===== src/mem_pkg.sv =====
package mem_pkg;

  // Bus and word geometry.
  localparam int ADDR_W  = 32;
  localparam int DATA_W  = 32;
  localparam int BYTES_W = 4;
  localparam int OFS_W   = 2;

  // Consecutive words alternate between the two banks.
  localparam int BANK_BIT = 2;
  localparam int ROW_LSB  = 3;  // Row index starts above the bank bit.

  // Byte address.
  typedef logic [ADDR_W-1:0] addr_t;

  // Data word.
  typedef logic [DATA_W-1:0] word_t;

  // One enable per byte lane.
  typedef logic [BYTES_W-1:0] be_t;

  // Byte offset inside a word.
  typedef logic [OFS_W-1:0] ofs_t;

endpackage


===== src/byte_merge_unit.sv =====
module byte_merge_unit #(
  parameter int  BANK_DEPTH = 512,
  localparam int ROW_W      = $clog2(BANK_DEPTH)
) (
  input  logic             clk_i,
  input  logic             arst_n_i,

  input  logic             acc_i,
  input  logic             acc_we_i,
  input  mem_pkg::addr_t   acc_addr_i,
  input  mem_pkg::be_t     acc_be_i,
  input  mem_pkg::word_t   acc_wdata_i,

  output logic             busy_o,
  output logic             resp_o,
  output mem_pkg::word_t   rdata_o,

  output logic             ram_we_o,
  output logic [ROW_W-1:0] ram_row_o,
  output mem_pkg::word_t   ram_wdata_o,
  input  mem_pkg::word_t   ram_rdata_i
);

  import mem_pkg::*;

  logic             full_wr;
  logic             part_wr;
  logic             rd;

  logic             pend_q;
  logic             resp_q;

  logic [ROW_W-1:0] row_q;
  ofs_t             ofs_q;
  be_t              be_q;
  word_t            wdata_q;
  ofs_t             rd_ofs_q;

  be_t              shift_be;
  word_t            shift_data;
  word_t            merge_data;

  assign full_wr = acc_i & acc_we_i & (acc_be_i == '1);
  assign part_wr = acc_i & acc_we_i & (acc_be_i != '1);
  assign rd      = acc_i & ~acc_we_i;

  always_ff @(posedge clk_i or negedge arst_n_i)
  begin
    if (!arst_n_i)
    begin
      pend_q <= 1'b0;
      resp_q <= 1'b0;
    end
    else
    begin
      pend_q <= part_wr;  // Write back in the next cycle.
      resp_q <= rd;
    end
  end

  // Sub-word write buffer and read offset.
  always_ff @(posedge clk_i)
  begin
    if (part_wr)
    begin
      row_q   <= acc_addr_i[ROW_LSB +: ROW_W];
      ofs_q   <= acc_addr_i[OFS_W-1:0];
      be_q    <= acc_be_i;
      wdata_q <= acc_wdata_i;
    end
    if (rd)
    begin
      rd_ofs_q <= acc_addr_i[OFS_W-1:0];
    end
  end

  // Bytes move up by the offset, the top ones fall off.
  assign shift_be   = be_q << ofs_q;
  assign shift_data = wdata_q << {ofs_q, 3'b000};

  always_comb
  begin
    merge_data = ram_rdata_i;  // Old word, read in the accept cycle.
    for (int i = 0; i < BYTES_W; i++)
    begin
      if (shift_be[i])
      begin
        merge_data[8*i +: 8] = shift_data[8*i +: 8];
      end
    end
  end

  assign ram_we_o    = pend_q | full_wr;
  assign ram_row_o   = pend_q ? row_q : acc_addr_i[ROW_LSB +: ROW_W];
  assign ram_wdata_o = pend_q ? merge_data : acc_wdata_i;

  assign busy_o  = pend_q;
  assign resp_o  = resp_q;
  assign rdata_o = ram_rdata_i >> {rd_ofs_q, 3'b000};  // Zero fill at the top.

endmodule


===== config.mk =====
export PLATFORM = sky130hd
export DESIGN_NAME = byte_merge_unit
export DESIGN_NICKNAME = d
export VERILOG_FILES = /design/src/mem_pkg.sv /design/src/byte_merge_unit.sv
export SDC_FILE = /design/constraint.sdc
export NUM_CORES = 1
export LEC_CHECK = 0
export BUFFER_PORTS_ARGS = -buffer_cell sky130_fd_sc_hd__buf_4
export CORE_MARGIN = 1.5
export CORE_UTILIZATION = 46
export CTS_CLUSTER_DIAMETER = 60
export DETAILED_ROUTE_END_ITERATION = 16
export PLACE_DENSITY = 0.85
export SLEW_MARGIN = 40
export SYNTH_ARGS = -nofsm -noshare
export SYNTH_HDL_FRONTEND = slang
export SYNTH_SLANG_ARGS = --single-unit

===== constraint.sdc =====
create_clock -name clk_i -period 2.05 [get_ports clk_i]
set_input_delay 0.1025 -clock clk_i [delete_from_list [all_inputs] [get_ports clk_i]]
set_output_delay 0.1025 -clock clk_i [all_outputs]
set_load 0.005 [all_outputs]

Word level (Yosys, flattened, before mapping):

Index checks and enable logic that the tools add are counted.

* memories: 0
* RAM bits: 0
* input port bits: 104
* output and inout port bits: 76
* bits in latches: 0
* bits in read-only memories: 0
* bits in registers: 51
* logic and storage cells: 24

* add/sub/neg operators: 0
* muxes and demuxes: 6
* multiply operators: 0
* bitwise operators: 6
* order comparisons: 0
* equal/unequal tests: 2
* div/mod/pow operators: 0
* reduce and logical (&&, ||, !) cells: 0
* shift-type cells: 3

Operator list (number)
* $mux W32: 1
* $mux W8: 4
* $shl A32 B5 Y32: 1
* $shr A32 B5 Y32: 1
* $mux W9: 1
* $and A1 B1 Y1: 4
* $eq A4 B4 Y1 const B: 1
* $ne A4 B4 Y1 const B: 1
* $shl A4 B2 Y4: 1
* $not A1 Y1: 1
* $or A1 B1 Y1: 1

Longest topological paths before layout:

Gate-level depths: netlist of the first run.

* word-level depth: 3
* mapped depth: 7
* mapped depth without buffers: 4

Worst setup path before layout of the first run:

OpenSTA, ideal clock, no wires.

* path type: input-to-reg
* start point: input port acc_be_i[3]
* end point: register be_q[0] (enable)
* arrival time: 2.348 ns
* cell stages on the path: 2
* library setup time: 0.458 ns
* data required time: 1.592 ns
* setup slack: -0.756 ns
* buffers on the path: 0
* path through: nand4_1 nor2b_1

* longest elaborated chain between the ends: 2

Ends and longest elaborated chain
* start, declared: RTL line byte_merge_unit.sv:11 `input mem_pkg::be_t acc_be_i,`
* $ne A4 B4 Y1: RTL line byte_merge_unit.sv:44 `assign part_wr = acc_i & acc_we_i & (acc_be_i != '1);`
* $and A1 B1 Y1: RTL line byte_merge_unit.sv:44
* net part_wr: RTL line byte_merge_unit.sv:27 `logic part_wr;`
* end signal, assigned: RTL line byte_merge_unit.sv:68 `be_q <= acc_be_i;`
* end, declared: RTL line byte_merge_unit.sv:35 `be_t be_q;`

The timed path passes the listed nets, and every way through them passes these cells.
A chain may end at the register's enable or synchronous reset.

Worst setup path in the final report of the first run:

* start point: register ofs_q[0]
* end point: output port ram_wdata_o[8]

* longest elaborated chain between the ends: 3
* elaborated cells on any way between the ends: 4
* those cells by class: shift (2); mux (2)

Ends and longest elaborated chain
* start, declared: RTL line byte_merge_unit.sv:34 `ofs_t ofs_q;`
* start signal, assigned: RTL line byte_merge_unit.sv:67 `ofs_q <= acc_addr_i[OFS_W-1:0];`
* $shl A32 B5 Y32 / $shl A4 B2 Y4 (equally long branches): RTL line byte_merge_unit.sv:79, byte_merge_unit.sv:78
* $mux W8 *: RTL line byte_merge_unit.sv:86 `if (shift_be[i])`
* $mux W32 *: RTL line byte_merge_unit.sv:95 `assign ram_wdata_o = pend_q ? merge_data : acc_wdata_i;`
* end, declared: RTL line byte_merge_unit.sv:20 `output mem_pkg::word_t ram_wdata_o,`

Mark *: on every way between the ends. The rest lies on a longest branch, timed or not.

==> results.ini, run 1 <==
[routing]
route.detailed.drc = 0
drtPass1Iterations = 4
vias = 3277
viasPerCell = 5.33
drt_wl_total_um = 10900
wl_per_cell_um = 17.8
ant_nets = 0
dr.first_iter.drc_count = 143

[floorplanning]
rows = 31
io_pins = 180
start_util_pct = 47.1
core_um2 = 7210
die_h_um = 89.0
die_area_um2 = 7910
dieWidth_um = 89.0

[global_route]
grt_max_degree = 49
grt_pass1_wl_um = 16100
grt_usage_pct = 27.3
grt_overflow = 0
grt_pass1_vias = 3166
grt_antenna_before_repair = 0

[worst_setup_path]
crit_path_start_kind = register
end_kind = primary output
path_delay_family = multiplexers
cp_max_fo = 5
worstSetupPathType = reg -> out
worstPathRequired_ps = 1950
crit_buf_inv = 2
crit_chain = mux2i_2, nor2_2, buf_6, mux2_2, mux2_4, buf_4
cp.arrival_ps = 2120
critical-path-max-stage-delay_ps = 550
cp_slowest_cell = edfxtp_1

[logic_synthesis]
syn_nets = 405
synth_top_area_share_pct = 43.3
synth.distinct_cells = 29
synth_cells = 301
synth_area_um2 = 3400
async_flop_share_pct = 3.92
synth_area_leader_cell = edfxtp_1
synth_most_common_cell = edfxtp_1
synthTopCellsByArea = edfxtp_1 (43%), mux2i_1 (13%), mux2_2 (11%)
avgSynthCellArea_um2 = 11.3
ys_warn_count = 0
yosysSeqAreaShare_pct = 44.8
synth_edf_count = 49
synth_ff_type = edfxtp_1
ys_top_cells_by_count = edfxtp_1 (49), mux2i_1 (43), mux2_2 (33)
synth-seq-cells = 51

[power]
max-vdd-ir-drop_mv = 0.536
leakagePower_nw = 2.35
netSwitchingPower_w = 0.000864
pwr-share-comb_pct = 34.2
sequentialPowerShare_pct = 43.3
p_per_area_nw_per_um2 = 536
clkPwrFrac_pct = 22.4
p_sw_share_pct = 29.4
p_int_w = 0.00207

[clock_network]
htreeDepth = 2
clockBufferDepth = 2
cts_tree = done
root_buffer = clkbuf_8
clock-sinks = 51
path_clk_slew_ps = 120
cts_made_buffers = 5

[status]
failed_checks = setup timing
status = finished with violations

[sta]
whs_ps = 85.6
max_freq_mhz = 451
rsz0062_at_grt = yes
period_minus_slack_ps = 2220
setup_ws_ps = -169
slew_headroom_pct = 64.7
tightest_slew_ps = 526
hold_violations = 0
post-route-period-util_pct = 108
finalSetupViolCount = 19
finalMaxSlewViolations = 0

[finish]
finish.utilization_pct = 75.9
drive_gt1_share_pct = 47.1
register_area_um2 = 1520
fin_area_um2 = 5480
fillers = 477
diodes = 0
multi_input_area_um2 = 1790
syn_to_final_growth_pct = 61.2
fin_nets = 619

[worst_hold_path]
hold_path_class = in -> async

[place]
place_congestion = 0.782
dp_hpwl_um = 7400
port_buffers = 158
place_area_um2 = 4760

[flow_run]
cap_violations = 0

## layout by cell type (no fill, tap or decap), drive strengths merged, types with 9 or more instances in the layout
master | synthesis | layout
buf | 11 | 183
edfxtp | 49 | 49
dlygate4sd3 | 0 | 49
mux2i | 44 | 44
mux2 | 33 | 33
nor2 | 26 | 26
a21oi | 24 | 24
nand2 | 17 | 17
nor2b | 12 | 12
inv | 8 | 11
o21ai | 9 | 9
## cell families (layout without fill, tap and decap cells)
| kind of cell | after synthesis | in the layout | share of synthesized area (%) |
|---|---|---|---|
| flip-flops | 51 | 51 | 44.8 |
| multiplexers | 85 | 85 | 29.6 |
| AND/OR/NAND/NOR | 74 | 74 | 10.3 |
| buffers and inverters | 33 | 248 | 4.31 |
| AO/OA/AOI/OAI | 58 | 58 | 11.1 |
## power by group through the flow
stage                     logic (W)  clock network [W]  registers, W
after floorplan            0.000424                  0       0.00127
after global placement     0.000857                  0       0.00128
after detailed placement   0.000873                  0       0.00129
after CTS                  0.000970           0.000668       0.00127
after global routing        0.00108           0.000710       0.00128
final                       0.00101           0.000659       0.00127
## state kept, by name, indices dropped and copies added, names as in the netlist
register  cells
be_q          4
busy_o        1
wdata_q      32
rd_ofs_q      2
resp_o        1
ofs_q         2
row_q         9
## layer usage
metal  part of all wire, %  GRT usage (%)  up-vias
met4                   2.0           8.95        0
met1                    39           33.0     1559
met2                    52           48.4      134
met5                     0              0        -
met3                   6.7           6.19       23
li1                      -              -     1561
## repair_timing
item	4_1_cts	5_1_grt
endpoints found under the setup margin	26	32
cloned	0	0
hold endpoints to repair	52	0
pin swaps	4	3
gates resized for setup	8	11
hold buffers	49	0
buffers inserted	4	2
## through the flow
step | TNS (ps) | std cells | total power [W] | setup slack [ps]
2_1_floorplan | 0 | 301 | 0.00170 | 152
3_5_place_dp | 0 | 552 | 0.00216 | 184
6_report | -1810 | 615 | 0.00294 | -169
5_1_grt | -4320 | 615 | 0.00307 | -222
3_3_place_gp | 0 | 552 | 0.00214 | 208
4_1_cts | -1360 | 613 | 0.00291 | -139
## cell type report
class                   count  share of cell area, %
inverters                   8                  0.548
multi-input cells         217                   32.7
repair buffers            232                   34.9
clock buffers               5                   1.26
flip-flops and latches     51                   27.8
well taps                  99                   2.26
clock inverters             3                  0.571
## how the worst max path moves through the flow
stage | from | endpoint | slack (ps) | cells after the start
final | ofs_q[0] | ram_wdata_o[8] | -170 | 6
after global routing | ofs_q[0] | ram_wdata_o[8] | -220 | 6
after CTS | ofs_q[0] | ram_wdata_o[9] | -140 | 6
after detailed placement | ofs_q[0] | ram_wdata_o[9] | 180 | 5
after global placement | ofs_q[0] | ram_wdata_o[12] | 210 | 5
after floorplan | acc_be_i[3] | be_q[0] | 150 | 2
(Power assumes the default switching activity.)
==> inputs of run 2 (changes only) <==
--- a/config.mk
+++ b/config.mk
@@ -10,7 +10,7 @@
 export CORE_UTILIZATION = 46
 export CTS_CLUSTER_DIAMETER = 60
 export DETAILED_ROUTE_END_ITERATION = 16
-export PLACE_DENSITY = 0.85
+export PLACE_DENSITY = 0.94
 export SLEW_MARGIN = 40
 export SYNTH_ARGS = -nofsm -noshare
 export SYNTH_HDL_FRONTEND = slang
==> run 2 against run 1 <==
  * The run still ends with setup timing left
  * Via count grew 4.7%
  * Critical path depth increased by 1
  * Setup slack improved by 26 ps
  * Global-route usage fell by 0.31 points
  * Total power is 0.36% higher
  * First-iteration DRC count is 46% higher
  * Flip-flop and latch count did not move
  * Count of clock-buffer cells in the layout is 1 higher
  * Clock power fell by 9.1%
  * Highest routed layer unchanged
==> results.ini, run 2 (synthesis gave the netlist of run 1 again) <==
[status]
status = finished with violations
failed_checks = setup timing

[global_route]
grt_usage_pct = 27.0  ; -0.31 points
grt_overflow = 0  ; unchanged
grt_max_degree = 40  ; -18%
grt_antenna_before_repair = 0  ; unchanged
grt_pass1_wl_um = 16000  ; -0.43%
grt_pass1_vias = 3272  ; +3.3%

[finish]
largest-register = wdata_q
top_regs = wdata_q: 32 flops, row_q: 9 flops, be_q: 4 flops
syn_to_final_growth_pct = 64.6
fin_area_um2 = 5590  ; +2.1%
fin_nets = 622  ; +0.48%
diodes = 0  ; unchanged
final_common_cell = buf_4
drive_gt1_share_pct = 47.4  ; +0.31 points
largest_reg_flops = 32  ; unchanged
final_cell_mix = buf_4 (167), edfxtp_1 (49), dlygate4sd3_1 (49), mux2i_1 (40), nor2_1 (25)

[clock_network]
clock-sinks = 51  ; unchanged
root_buffer = clkbuf_8
clockBufferDepth = 2  ; unchanged
cts_tree = done
cts_made_buffers = 5  ; unchanged
htreeDepth = 2  ; unchanged
path_clk_slew_ps = 100  ; -20 ps

[floorplanning]
die_area_um2 = 7910  ; unchanged
dieWidth_um = 89.0  ; unchanged
core_um2 = 7210  ; unchanged
rows = 31  ; unchanged
io_pins = 180  ; unchanged
start_util_pct = 47.1  ; unchanged
die_h_um = 89.0  ; unchanged

[sta]
setup_ws_ps = -143  ; +26.2 ps
period_minus_slack_ps = 2190  ; -26.2 ps
post-route-period-util_pct = 107  ; -1.3 points
slew_headroom_pct = 70.1  ; +5.3 points
rsz0062_at_grt = yes
tightest_slew_ps = 449  ; -77.3 ps
whs_ps = 113  ; +27.4 ps
finalSetupViolCount = 19  ; unchanged
max_freq_mhz = 456  ; +1.2%
finalMaxSlewViolations = 0  ; unchanged
hold_violations = 0  ; unchanged

[worst_setup_path]
crit_buf_inv = 3  ; +1
cp_slowest_cell = edfxtp_1
worstSetupPathType = reg -> out
critical-path-max-stage-delay_ps = 420  ; -130 ps
path_delay_family = multiplexers
cp_max_fo = 4  ; -1
crit_path_start_kind = register
crit_chain = buf_6, mux2i_4, nor2_4, buf_6, mux2_4, mux2_4, buf_6
end_kind = primary output
cp.arrival_ps = 2090  ; -30 ps
crit_top_cell = buf_6
worstPathRequired_ps = 1950  ; about the same

[routing]
drtPass1Iterations = 4  ; unchanged
viasPerCell = 5.55  ; +4.2%
route.detailed.drc = 0  ; unchanged
ant_nets = 0  ; unchanged
dr.first_iter.drc_count = 209  ; +46%
drt_wl_total_um = 12000  ; +9.5%
vias = 3430  ; +4.7%
wl_per_cell_um = 19.4  ; +9.0%

[power]
leakagePower_nw = 2.41  ; +2.9%
netSwitchingPower_w = 0.000855  ; -1.0%
p_int_w = 0.00209  ; +0.94%
max-vdd-ir-drop_mv = 0.490  ; -8.6%
clkPwrFrac_pct = 20.3  ; -2.1 points
sequentialPowerShare_pct = 43.3  ; about the same
p_sw_share_pct = 29.0  ; -0.41 points
pwr-share-comb_pct = 36.4  ; +2.2 points
p_per_area_nw_per_um2 = 527  ; -1.7%

[worst_hold_path]
hold_path_class = in -> async

[flow_run]
cap_violations = 0  ; unchanged

[place]
place_ws_ps = 175  ; -8.84 ps
place_area_um2 = 4760  ; -0.11%
port_buffers = 158  ; unchanged
place_congestion = 0.826  ; +5.5%
dp_hpwl_um = 7760  ; +4.9%

-- run 2: cell count changes in the layout (fill, tap and decap cells not counted), sizes merged --
cell / before / now
buf: 183 / 186
clkbuf: 5 / 6
clkinvlp: 0 / 1
inv: 11 / 9
-- run 2: worst max path at each step --
stage	from	endpoint	slack, ps	depth (start not counted)
2_1_floorplan	acc_be_i[3]	be_q[0]	150	2
3_3_place_gp	ofs_q[0]	ram_wdata_o[11]	210	5
6_report	ofs_q[0]	ram_wdata_o[8]	-140	7
4_1_cts	ofs_q[0]	ram_wdata_o[9]	-110	7
5_1_grt	ofs_q[0]	ram_wdata_o[9]	-190	7
3_5_place_dp	ofs_q[0]	ram_wdata_o[14]	180	5
-- run 2: timing repair --
action / CTS / global route
setup endpoints to repair: 32 / 33
hold buffers: 49 / 0
buffers inserted: 4 / 4
hold endpoints to repair: 52 / 0
gates resized for setup: 4 / 42
pin swaps: 0 / 14
-- run 2: routing by layer --
metal / GRT usage (%) / part of all wire, % / up-vias
met4: 6.99 / 2.0 / 0
li1: - / - / 1571
met3: 4.99 / 6.9 / 25
met1: 29.6 / 37 / 1651
met2: 53.0 / 54 / 183
met5: 0 / 0 / -
-- run 2: area by class of cell --
class / count / area (um^2)
timing repair buffer: 235 / 1970
multi-input combinational: 217 / 1850
fill: 469 / 1620
sequential: 51 / 1520
tap: 99 / 124
clock buffer: 6 / 72.6
inverter: 8 / 30.0
clock inverter: 2 / 16.3
-- run 2: per-stage QoR --
step / setup TNS (ps) / total power [W] / std cells / utilization (%)
floorplan: 0 / 0.00170 / 301 / -
global placement: 0 / 0.00213 / 553 / 65.9
detailed placement: 0 / 0.00216 / 553 / 65.9
CTS: -858 / 0.00284 / 614 / 74.6
global route: -3380 / 0.00307 / 618 / 77.5
finish: -1310 / 0.00295 / 618 / 77.5
-- run 2: power groups by stage --
| stage | Clock (W) | Sequential [W] | Combinational [W] |
|---|---|---|---|
| final | 0.000599 | 0.00128 | 0.00107 |
| after CTS | 0.000614 | 0.00127 | 0.000963 |
| after floorplan | 0 | 0.00127 | 0.000424 |
| after global placement | 0 | 0.00129 | 0.000848 |
| after global routing | 0.000646 | 0.00128 | 0.00114 |
| after detailed placement | 0 | 0.00129 | 0.000869 |
