## src/mem_pkg.sv

```systemverilog
package mem_pkg;

  // Bus and word geometry.
  localparam int ADDR_W  = 32;
  localparam int DATA_W  = 32;
  localparam int BYTES_W = 4;
  localparam int OFS_W   = 2;

  // Consecutive words alternate between the two banks.
  localparam int BANK_BIT = 2;
  localparam int ROW_LSB  = 3;  // Row index starts above the bank bit.

  // Byte address.
  typedef logic [ADDR_W-1:0] addr_t;

  // Data word.
  typedef logic [DATA_W-1:0] word_t;

  // One enable per byte lane.
  typedef logic [BYTES_W-1:0] be_t;

  // Byte offset inside a word.
  typedef logic [OFS_W-1:0] ofs_t;

endpackage

```

## src/lane_router.sv

```systemverilog
module lane_router (
  input  logic           clk_i,
  input  logic           arst_n_i,

  input  logic           l0_req_i,
  input  logic           l0_we_i,
  input  mem_pkg::addr_t l0_addr_i,
  input  mem_pkg::be_t   l0_be_i,
  input  mem_pkg::word_t l0_wdata_i,
  output logic           l0_ack_o,
  output logic           l0_resp_o,
  output mem_pkg::word_t l0_rdata_o,

  input  logic           l1_req_i,
  input  logic           l1_we_i,
  input  mem_pkg::addr_t l1_addr_i,
  input  mem_pkg::be_t   l1_be_i,
  input  mem_pkg::word_t l1_wdata_i,
  output logic           l1_ack_o,
  output logic           l1_resp_o,
  output mem_pkg::word_t l1_rdata_o,

  output logic           b0_acc_o,
  output logic           b0_we_o,
  output mem_pkg::addr_t b0_addr_o,
  output mem_pkg::be_t   b0_be_o,
  output mem_pkg::word_t b0_wdata_o,
  input  logic           b0_busy_i,
  input  logic           b0_resp_i,
  input  mem_pkg::word_t b0_rdata_i,

  output logic           b1_acc_o,
  output logic           b1_we_o,
  output mem_pkg::addr_t b1_addr_o,
  output mem_pkg::be_t   b1_be_o,
  output mem_pkg::word_t b1_wdata_o,
  input  logic           b1_busy_i,
  input  logic           b1_resp_i,
  input  mem_pkg::word_t b1_rdata_i
);

  import mem_pkg::*;

  logic l0_bank;
  logic l1_bank;
  logic l0_busy;
  logic l1_busy;
  logic swap;
  logic swap_q;

  assign l0_bank = l0_addr_i[BANK_BIT];
  assign l1_bank = l1_addr_i[BANK_BIT];

  // Set when bank 0 serves lane 1 and bank 1 serves lane 0.
  assign swap = l0_req_i ? l0_bank : ~l1_bank;

  assign l0_busy = l0_bank ? b1_busy_i : b0_busy_i;
  assign l1_busy = l1_bank ? b1_busy_i : b0_busy_i;

  // Lane 0 wins a shared bank.
  assign l0_ack_o = l0_req_i & ~l0_busy;
  assign l1_ack_o = l1_req_i & ~l1_busy & ~(l0_req_i & (l1_bank == l0_bank));

  assign b0_acc_o   = swap ? l1_ack_o   : l0_ack_o;
  assign b0_we_o    = swap ? l1_we_i    : l0_we_i;
  assign b0_addr_o  = swap ? l1_addr_i  : l0_addr_i;
  assign b0_be_o    = swap ? l1_be_i    : l0_be_i;
  assign b0_wdata_o = swap ? l1_wdata_i : l0_wdata_i;

  assign b1_acc_o   = swap ? l0_ack_o   : l1_ack_o;
  assign b1_we_o    = swap ? l0_we_i    : l1_we_i;
  assign b1_addr_o  = swap ? l0_addr_i  : l1_addr_i;
  assign b1_be_o    = swap ? l0_be_i    : l1_be_i;
  assign b1_wdata_o = swap ? l0_wdata_i : l1_wdata_i;

  always_ff @(posedge clk_i or negedge arst_n_i)
  begin
    if (!arst_n_i)
    begin
      swap_q <= 1'b0;
    end
    else
    begin
      swap_q <= swap;
    end
  end

  // Responses come one cycle after the accept.
  assign l0_resp_o  = swap_q ? b1_resp_i  : b0_resp_i;
  assign l0_rdata_o = swap_q ? b1_rdata_i : b0_rdata_i;
  assign l1_resp_o  = swap_q ? b0_resp_i  : b1_resp_i;
  assign l1_rdata_o = swap_q ? b0_rdata_i : b1_rdata_i;

endmodule

```

## config.mk

```make
export PLATFORM = sky130hd
export DESIGN_NAME = lane_router
export DESIGN_NICKNAME = d
export VERILOG_FILES = /design/src/mem_pkg.sv /design/src/lane_router.sv
export SDC_FILE = /design/constraint.sdc
export NUM_CORES = 1
export LEC_CHECK = 0
export BUFFER_PORTS_ARGS = -buffer_cell sky130_fd_sc_hd__buf_4
export CORE_AREA = 2 2 162 164
export CTS_BUF_LIST = sky130_fd_sc_hd__clkbuf_16
export DETAILED_ROUTE_END_ITERATION = 8
export DIE_AREA = 0 0 164 166
export MAX_ROUTING_LAYER = met4
export RECOVER_POWER = 50
export SLEW_MARGIN = 20
export SYNTH_ARGS = -nofsm -noshare
export SYNTH_HDL_FRONTEND = slang
export SYNTH_SLANG_ARGS = --single-unit
```

## constraint.sdc

```tcl
create_clock -name clk_i -period 1.8 [get_ports clk_i]
set_clock_uncertainty 0.15 [all_clocks]
set_input_delay 0.09 -clock clk_i [delete_from_list [all_inputs] [get_ports clk_i]]
set_output_delay 0.09 -clock clk_i [all_outputs]
set_load 0.02 [all_outputs]
```

Word level (Yosys, flattened, before mapping)
Cells that the tools add are included.
Widths: inputs -> output; s select.
{ "word_totals": {"output_inout_bits": 208, "elab_cells": 27, "register_bits": 1, "input_bits": 210} }
{ "op_classes": {"n_eq_ne": 1, "n_bitwise": 8, "mux": 17} }
{ "op_table": {"columns": ["op", "n"], "rows": [
  ["$mux 32", 6],
  ["$mux 1", 9],
  ["$mux 4", 2],
  ["$and 1x1->1", 4],
  ["$not 1->1", 4],
  ["$eq 1x1->1", 1]
]} }

Logic depth before layout (Yosys ltp)
Gate-level depths: netlist of run 1.
{ "depth": {"ltp_word": 5, "mapped_depth": 5, "ltp_nobuf": 4} }

Least setup slack after synthesis of run 1
OpenSTA, ideal clock, no wires.
{ "synth_timing": {"path_kind": "flip-flop to output port", "from": "register swap_q", "to": "output l0_rdata_o[0]", "required_time_ns": 1.560, "arrival_ns": 1.297, "path_stages_with_launch": 4, "setup_slack_ns": 0.263, "path_buffers": 2, "path_cell_list": "dfrtp_1 -> clkbuf_1 -> buf_2 -> mux2_2"} }
{ "synth_between": {"elab_chain_len": 1} }
{ "synth_lines": {"columns": ["element", "line_no", "text"], "rows": [
  ["start, declared", "lane_router.sv:49", "logic swap_q;"],
  ["start signal, assigned", "lane_router.sv:84", "swap_q <= swap;"],
  ["$mux 32", "lane_router.sv:90", "assign l0_rdata_o = swap_q ? b1_rdata_i : b0_rdata_i;"],
  ["end, declared", "lane_router.sv:12", "output mem_pkg::word_t l0_rdata_o,"]
]} }
Every way passes these cells.

Worst setup path in the final report of run 1
{ "layout_timing": {"from": "input l0_req_i", "to": "output b1_wdata_o[29]"} }
{ "layout_between": {"elab_chain_len": 2} }
{ "layout_lines": {"columns": ["element", "line_no", "text"], "rows": [
  ["start, declared", "lane_router.sv:5", "input logic l0_req_i,"],
  ["$mux 1", "lane_router.sv:55", "assign swap = l0_req_i ? l0_bank : ~l1_bank;"],
  ["$mux 32", "lane_router.sv:74", "assign b1_wdata_o = swap ? l0_wdata_i : l1_wdata_i;"],
  ["end, declared", "lane_router.sv:36", "output mem_pkg::word_t b1_wdata_o,"]
]} }
Every way passes these cells.

==> results of run 1 <==
critical path, delay by kind of cell:
kind	cells	cell delay [ns]
buf+inv	5	0.70
mux	2	0.64
cells in the mapped netlist:
library cell               count  area, um^2
sky130_fd_sc_hd__a211oi_1      1        7.51
sky130_fd_sc_hd__buf_2        16        80.1
sky130_fd_sc_hd__buf_4         2        15.0
sky130_fd_sc_hd__clkbuf_1      3        11.3
sky130_fd_sc_hd__dfrtp_1       1        25.0
sky130_fd_sc_hd__ha_1          2        25.0
sky130_fd_sc_hd__inv_1         4        15.0
sky130_fd_sc_hd__inv_2         2        7.51
sky130_fd_sc_hd__mux2_1       68         766
sky130_fd_sc_hd__mux2_2      134        1510
sky130_fd_sc_hd__mux2i_1       1        10.0
sky130_fd_sc_hd__mux2i_4       1        22.5
sky130_fd_sc_hd__nor2b_1       1        6.26
sky130_fd_sc_hd__o211ai_1      1        7.51
sky130_fd_sc_hd__o32ai_1       2        17.5
worst max-delay path by stage:
stage	cells past startpoint	slack, ns	endpoint
floorplan	3	0.26	l0_rdata_o[0]
global placement	6	0.06	b1_wdata_o[29]
detailed placement	6	0.05	b1_wdata_o[29]
CTS	6	0.04	b1_wdata_o[29]
global route	7	0.04	b0_addr_o[12]
finish	7	0.12	b1_wdata_o[29]
routing by layer:
metal  share of wire  up-vias  wire length, um
met5               0        -                0
met4          0.0096        0              153
met3            0.11        6             1760
met2            0.54      243             8620
met1            0.34     1671             5340
li1                -     1741                -
placed cells by master (no fill, tap or decap):
cell type | synthesis | layout
sky130_fd_sc_hd__inv_2 | 2 | 1
sky130_fd_sc_hd__buf_4 | 2 | 335
sky130_fd_sc_hd__a211oi_1 | 1 | 1
sky130_fd_sc_hd__ha_1 | 2 | 2
sky130_fd_sc_hd__diode_2 | 0 | 1
sky130_fd_sc_hd__clkbuf_4 | 0 | 2
sky130_fd_sc_hd__nor2b_1 | 1 | 1
sky130_fd_sc_hd__mux2i_4 | 1 | 1
sky130_fd_sc_hd__dfrtp_2 | 0 | 1
sky130_fd_sc_hd__inv_1 | 4 | 5
sky130_fd_sc_hd__clkbuf_1 | 3 | 24
sky130_fd_sc_hd__mux2_2 | 134 | 123
sky130_fd_sc_hd__mux2_1 | 68 | 79
sky130_fd_sc_hd__buf_12 | 0 | 3
sky130_fd_sc_hd__clkbuf_2 | 0 | 64
sky130_fd_sc_hd__o211ai_1 | 1 | 1
sky130_fd_sc_hd__mux2i_1 | 1 | 1
sky130_fd_sc_hd__clkbuf_16 | 0 | 1
sky130_fd_sc_hd__dlygate4sd3_1 | 0 | 1
sky130_fd_sc_hd__o32ai_1 | 2 | 2
kinds of logic after synthesis:
logic type,Yosys count,share of synthesized area
compound gates,4,0.0129
fa+ha+maj,2,0.00991
buf+inv,27,0.0510
flops,1,0.00991
mux,204,0.914
simple gates,1,0.00248
power by group through the flow:
stage | clock network, mW | registers, mW | logic, mW
after floorplan | 0 | 0.0255 | 1.17
after global placement | 0 | 0.0274 | 2.36
after detailed placement | 0 | 0.0272 | 2.37
after CTS | 0 | 0.0273 | 2.38
after global routing | 0.0000000743 | 0.0265 | 2.37
final | 0.0000000744 | 0.0261 | 2.23
per-stage QoR:
stage	hold WS (ns)	cells	setup slack, ns	power (mW)
global placement	-0.284	979	0.0624	2.39
global route	0.315	984	0.0396	2.39
CTS	0.275	980	0.0444	2.40
floorplan	-0.356	239	0.263	1.20
finish	0.321	984	0.115	2.26
detailed placement	-0.284	979	0.0480	2.39
cell type report:
class	instances	area, um^2
fill	2875	19700
timing repair buffer	430	3040
multi-input combinational	211	2370
tap	335	419
sequential	1	26.3
inverter	6	22.5
antenna	1	2.50
repair_timing:
| item | CTS | global route |
|---|---|---|
| hold buffers | 1 | 0 |
| setup buffers | 0 | 2 |
| endpoints found under the setup margin | 0 | 8 |
| endpoints found under the hold margin | 1 | 0 |
==> results.md, run 1 <==
Drt:
- The mean number of vias per cell is 3.72.
- The initial detailed-routing violation count is 109.
- After detailed routing, the average wire length per cell comes to 16.1 um.
- In this run the remaining antenna-violating nets after routing total 0.
- The routed layout has 3661 vias.
- The count of TritonRoute iterations in the first routing pass is 4.
- Wires add up to 15900 um.
- The post-detailed-route DRC marker count is 0.

Timing:
- Setup repair after global routing left no endpoint under its margin.
- The portion of the clock cycle consumed by the worst path in the final layout is 0.936.
- Setup violations remaining at the end of the flow were counted as 0.
- The worst max-slew margin expressed relative to the limit is 0.654.
- The total count of max-transition violations in the final report came to 0.
- The aggregate negative setup slack is 0 ns.
- For the finished layout, the period the worst path requires is 1.68 ns.
- The number of hold violations in the final report is 0.
- The worst-margin pin slew is 0.519 ns.
- The fmax is 0.594 GHz.

Critical path:
- On the critical path, the stage with the largest delay is an instance of sky130_fd_sc_hd__mux2_2.
- The worst endpoint required time is 1.56 ns.
- The worst setup path is of the input port to primary output kind.
- The most prevalent standard cell on the critical path is sky130_fd_sc_hd__buf_4.
- The launch point of the critical path is l0_req_i.
- The worst setup path is launched from an input port.
- The peak fanout along the critical path is 23.
- The worst endpoint data arrival time is 1.44 ns.
- STA classifies the critical path endpoint as a primary output.
- Walking the worst path, the cells encountered are buf_4, inv_2, mux2i_4, buf_4, buf_12, mux2_2, buf_4.
- The largest single stage delay on the critical path is 0.39 ns.

Global route:
- The met1 layer usage reported by global route is 0.102.
- For this run, global-route usage on met3 was measured as 0.0252.
- The global routing usage on met2 is 0.212.
- Global routing finished with a remaining overflow of 0.
- The maximum number of pins on one net before global-route repair is 46.
- The initial antenna violation count was 1.
- The global-route wire length before repair is 21600 um.
- The via count of the first global-routing pass is 3811.
- The layer with the highest usage is met2.
- The overall routing resource usage is 0.105.

Place:
- The number of buffers inserted by port buffering is 417.
- The final weighted congestion in routability-driven placement is 0.898.
- The HPWL after detailed placement is 14000 um.
- The placed standard-cell area is 6090 um^2.

CTS:
- The post-cts repair resize count is 0.
- The clock slew at the register clock pins of the worst setup and hold paths is 0 ns.

Cells and area:
- The largest registers in the layout are swap_q x1.
- The flip-flop count of the largest register after layout was 1.
- The layout-stage area growth over the synthesis result is 133%.
- For this run, the share of the core covered by cells in the final layout is 0.229.
- The final net count is 862.
- The cell area after layout is 5880 um^2.
- The register with the most flip-flops in the final layout is swap_q.
- In the final layout, the share of cells above drive strength 1 is 0.819.

Power and ir drop:
- The share of total power dissipated in combinational logic is 0.988.
- The internal power of the cells totals 1.12 mW.
- The largest vdd supply drop is 0.169 mV.
- For this design the total switching power over the nets is 1.14 mW.
- Of the total power, registers draw 0.012.
- Of the total power, the share spent switching nets is 0.506.
- The total power density per cell area is 384 nW/um^2.
- The total leakage power is 2.83 nW.
- The clock share of power is 0.

Yosys:
- Dividing the synthesized area by the synthesized cell count gives 10.6 um^2.
- After synthesis the netlist holds a flip-flop and latch count of 1.
- The cell area that synthesis handed to floorplanning was 2520 um^2.
- In this run, distinct cell masters in the synthesized netlist total 15.
- The number of standard cells after synthesis is 239.
- For this run, the register share of the synthesized area comes to 0.00991.
- The number of nets in the synthesized netlist is 451.
- During synthesis, Yosys emitted a total of 0 warnings.

Floorplan:
- The die height is 166 um.
- The initial utilization of the core area, before any placement, comes to 0.0986.
- The width of the die is 164 um.
- The floorplan step defined a die boundary enclosing 27200 um^2.
- In this run the count of I/O pins placed on the die edge is 418.
- The number of cell rows is 59.
- The floorplan step defined a core boundary enclosing 25600 um^2.

Job:
- The max-cap violation count is 0.

Run status:
- The run finished with clean final reports.

Hold path:
- The type of the tightest min-delay check is input port to asynchronous set/reset pin.
No activity file was read; power rests on OpenSTA's default activity.
==> run 2: changes to the inputs <==
- BUFFER_PORTS_ARGS: -buffer_cell sky130_fd_sc_hd__buf_4 -> -buffer_cell sky130_fd_sc_hd__buf_2
==> run 2 against run 1 <==
Against the previous run: core utilization down 3.2 points; sequential power about the same; maximum frequency down 2.2%; largest cell class is now multi-input gates; worst setup slack worse by 0.038 ns; die area unchanged; critical path depth down 4; highest routed layer unchanged; sequential cell count unchanged.
==> results.md, run 2 (same netlist as run 1, synthesis figures left out) <==
Run status:
- The flow ran to the end, and the final reports show no timing, DRC or antenna violations.

Global route:
- The overall routing resource usage is 0.0961.
- The via count of the first global-routing pass is 3586.
- The first global-routing pass estimated 19800 um of wire.
- Entering global routing, the biggest net connects 49 pins.
- Summed over all layers, the global routing overflow is 0.
- The initial antenna violation count is 2.

Timing:
- The number of hold violations in the final report is 0.
- The number of endpoints failing setup at the final stage is 0.
- In this run the tightest slew margin relative to its limit is 0.591.
- The post-route minimum period is 1.72 ns.
- The total count of max-transition violations in the final report is 0.
- The worst-margin pin slew is 0.613 ns.
- The tightest hold margin is 0.253 ns.
- For this run, the top clock speed supported by timing is 0.581 GHz.
- Of the available clock period, the critical path in the final layout requires 0.957.
- The aggregate negative setup slack is 0 ns.
- Setup repair after global routing could not meet its margin everywhere.

Place:
- The HPWL after detailed placement is 13000 um.
- During placement, the flow inserted port buffers numbering 417.
- The final weighted congestion in routability-driven placement is 0.822.
- The placed cell count is 981.

Cells and area:
- The layout-stage area growth over the synthesis result is 100%.
- The filler cell count is 2868.
- The library cell used most frequently in the layout, excluding fill and tap cells, is sky130_fd_sc_hd__buf_2.
- The register with the most flip-flops is swap_q.
- After the last flow step, the layout net total stands at 861.
- In the layout the commonest cells are sky130_fd_sc_hd__buf_2, sky130_fd_sc_hd__mux2_2, sky130_fd_sc_hd__mux2_1.
- The share of final-layout standard cells stronger than drive strength 1 is 0.828.
- The flip-flop count of the largest register after layout is 1.
- The largest registers in the layout are swap_q x1.
- The number of standard cells in the final layout excluding fillers is 984.
- Measured on the finished design, the core utilization comes to 0.197.

Power and ir drop:
- The switching share of power is 0.565.
- The internal portion of the total power is 0.856 mW.
- Summed over all cells, the static leakage comes to 2.55 nW.
- The portion of total power attributed to combinational logic is 0.987.
- The total power density per cell area is 390 nW/um^2.
- The share of total power dissipated in sequential elements is 0.013.
- The analysis attributes to net switching a power of 1.11 mW.
- Of the total power, the clock network draws 0.
- Overall power consumption after layout is estimated at 1.97 mW.
- Across the VDD grid, the largest voltage drop is 0.151 mV.

Drt:
- The initial detailed-routing violation count is 90.
- The average wire per standard cell is 14.7 um.
- The post-detailed-route DRC marker count is 0.
- Using the TritonRoute via totals, the vias-per-cell ratio works out to 3.70.
- In this run the remaining antenna-violating nets after routing total 0.
- Before antenna repair, the detailed router went through 4 iterations.
- The routed design has 14400 um of wire.
- Detailed routing inserted a total of 3644 vias.

CTS:
- Clock-pin slew was measured on the worst setup and hold paths at 0 ns.
- The number of buffers added for setup after CTS is 0.
- In this run, post-CTS repair resized a total of 0 instances.

Floorplan:
- The die covers 27200 um^2.
- The I/O pin total is 418.
- From bottom edge to top edge, the die measures 166 um.
- From left edge to right edge, the die measures 164 um.
- The effective utilization at floorplan is 0.0986.
- The number of cell rows is 59.
- The area of the core is 25600 um^2.

Critical path:
- The critical path startpoint category is a flip-flop.
- Of all nets on the critical path, the largest fanout is 48.
- By startpoint and endpoint, the worst setup path is classified as flip-flop to primary output.
- STA classifies the critical path endpoint as a primary output.
- For the worst setup path, the data required time is 1.56 ns.
- For the worst setup path, the data arrival time is 1.48 ns.

Hold path:
- The min-delay analysis places its worst path in the category input port to asynchronous set/reset pin.

Job:
- The max-cap violation count is 0.
==> run 2: cell count changes in the layout (fill, tap and decap cells not counted), sizes merged <==
cell,before,now
clkbuf,91,60
clkinv,0,1
diode,1,2
buf,338,368
inv,6,5
==> run 2: final cells by class <==
class | count | area (um^2) | share of cell area
multi-input cells | 211 | 2370 | 0.470
repair buffers | 429 | 2200 | 0.436
well taps | 335 | 419 | 0.0830
flip-flops and latches | 1 | 26.3 | 0.00520
inverters | 6 | 23.8 | 0.00471
diodes | 2 | 5.00 | 0.000991
==> run 2: final timing paths <==
check,slack [ns],end,startpoint,depth (start not counted)
setup / recovery,0.08,l1_rdata_o[7],swap_q,3
hold / removal,0.25,swap_q,arst_n_i,2
max in group asynchronous,1.13,swap_q,arst_n_i,2
min in group clk_i,0.37,b0_addr_o[23],l0_addr_i[23],3
==> run 2: metal layers <==
layer	routed length [um]	vias to the layer above	global-route usage
met5	0	-	-
met4	34	0	0.00191
met3	1200	2	0.00999
met2	7550	231	0.193
met1	5650	1664	0.105
li1	-	1747	-
==> run 2: power groups by stage <==
stage	sequential [mW]	clock [mW]	combinational (mW)
final	0.0258	0.000000149	1.94
after global routing	0.0261	0.000000149	2.07
after CTS	0.0269	0	1.99
after detailed placement	0.0268	0	1.98
after global placement	0.0268	0	1.96
after floorplan	0.0255	0	1.17
==> run 2: critical path: stages (launching register included) <==
cell                       delay (ns)
sky130_fd_sc_hd__dfrtp_2         0.33
sky130_fd_sc_hd__clkbuf_4        0.52
sky130_fd_sc_hd__mux2_1          0.43
sky130_fd_sc_hd__buf_2           0.19
==> run 2: timing repair <==
item,4_1_cts,5_1_grt
endpoints found under the hold margin,1,0
setup endpoints to repair,0,7
hold buffers,1,0
==> run 2: metrics by stage <==
stage                     area [um^2]  setup WS [ns]
after global routing             5050       -0.00853
after floorplan                  2520          0.263
after global placement           5070         0.0363
after CTS                        5080         0.0326
after detailed placement         5070         0.0393
final                            5050         0.0776
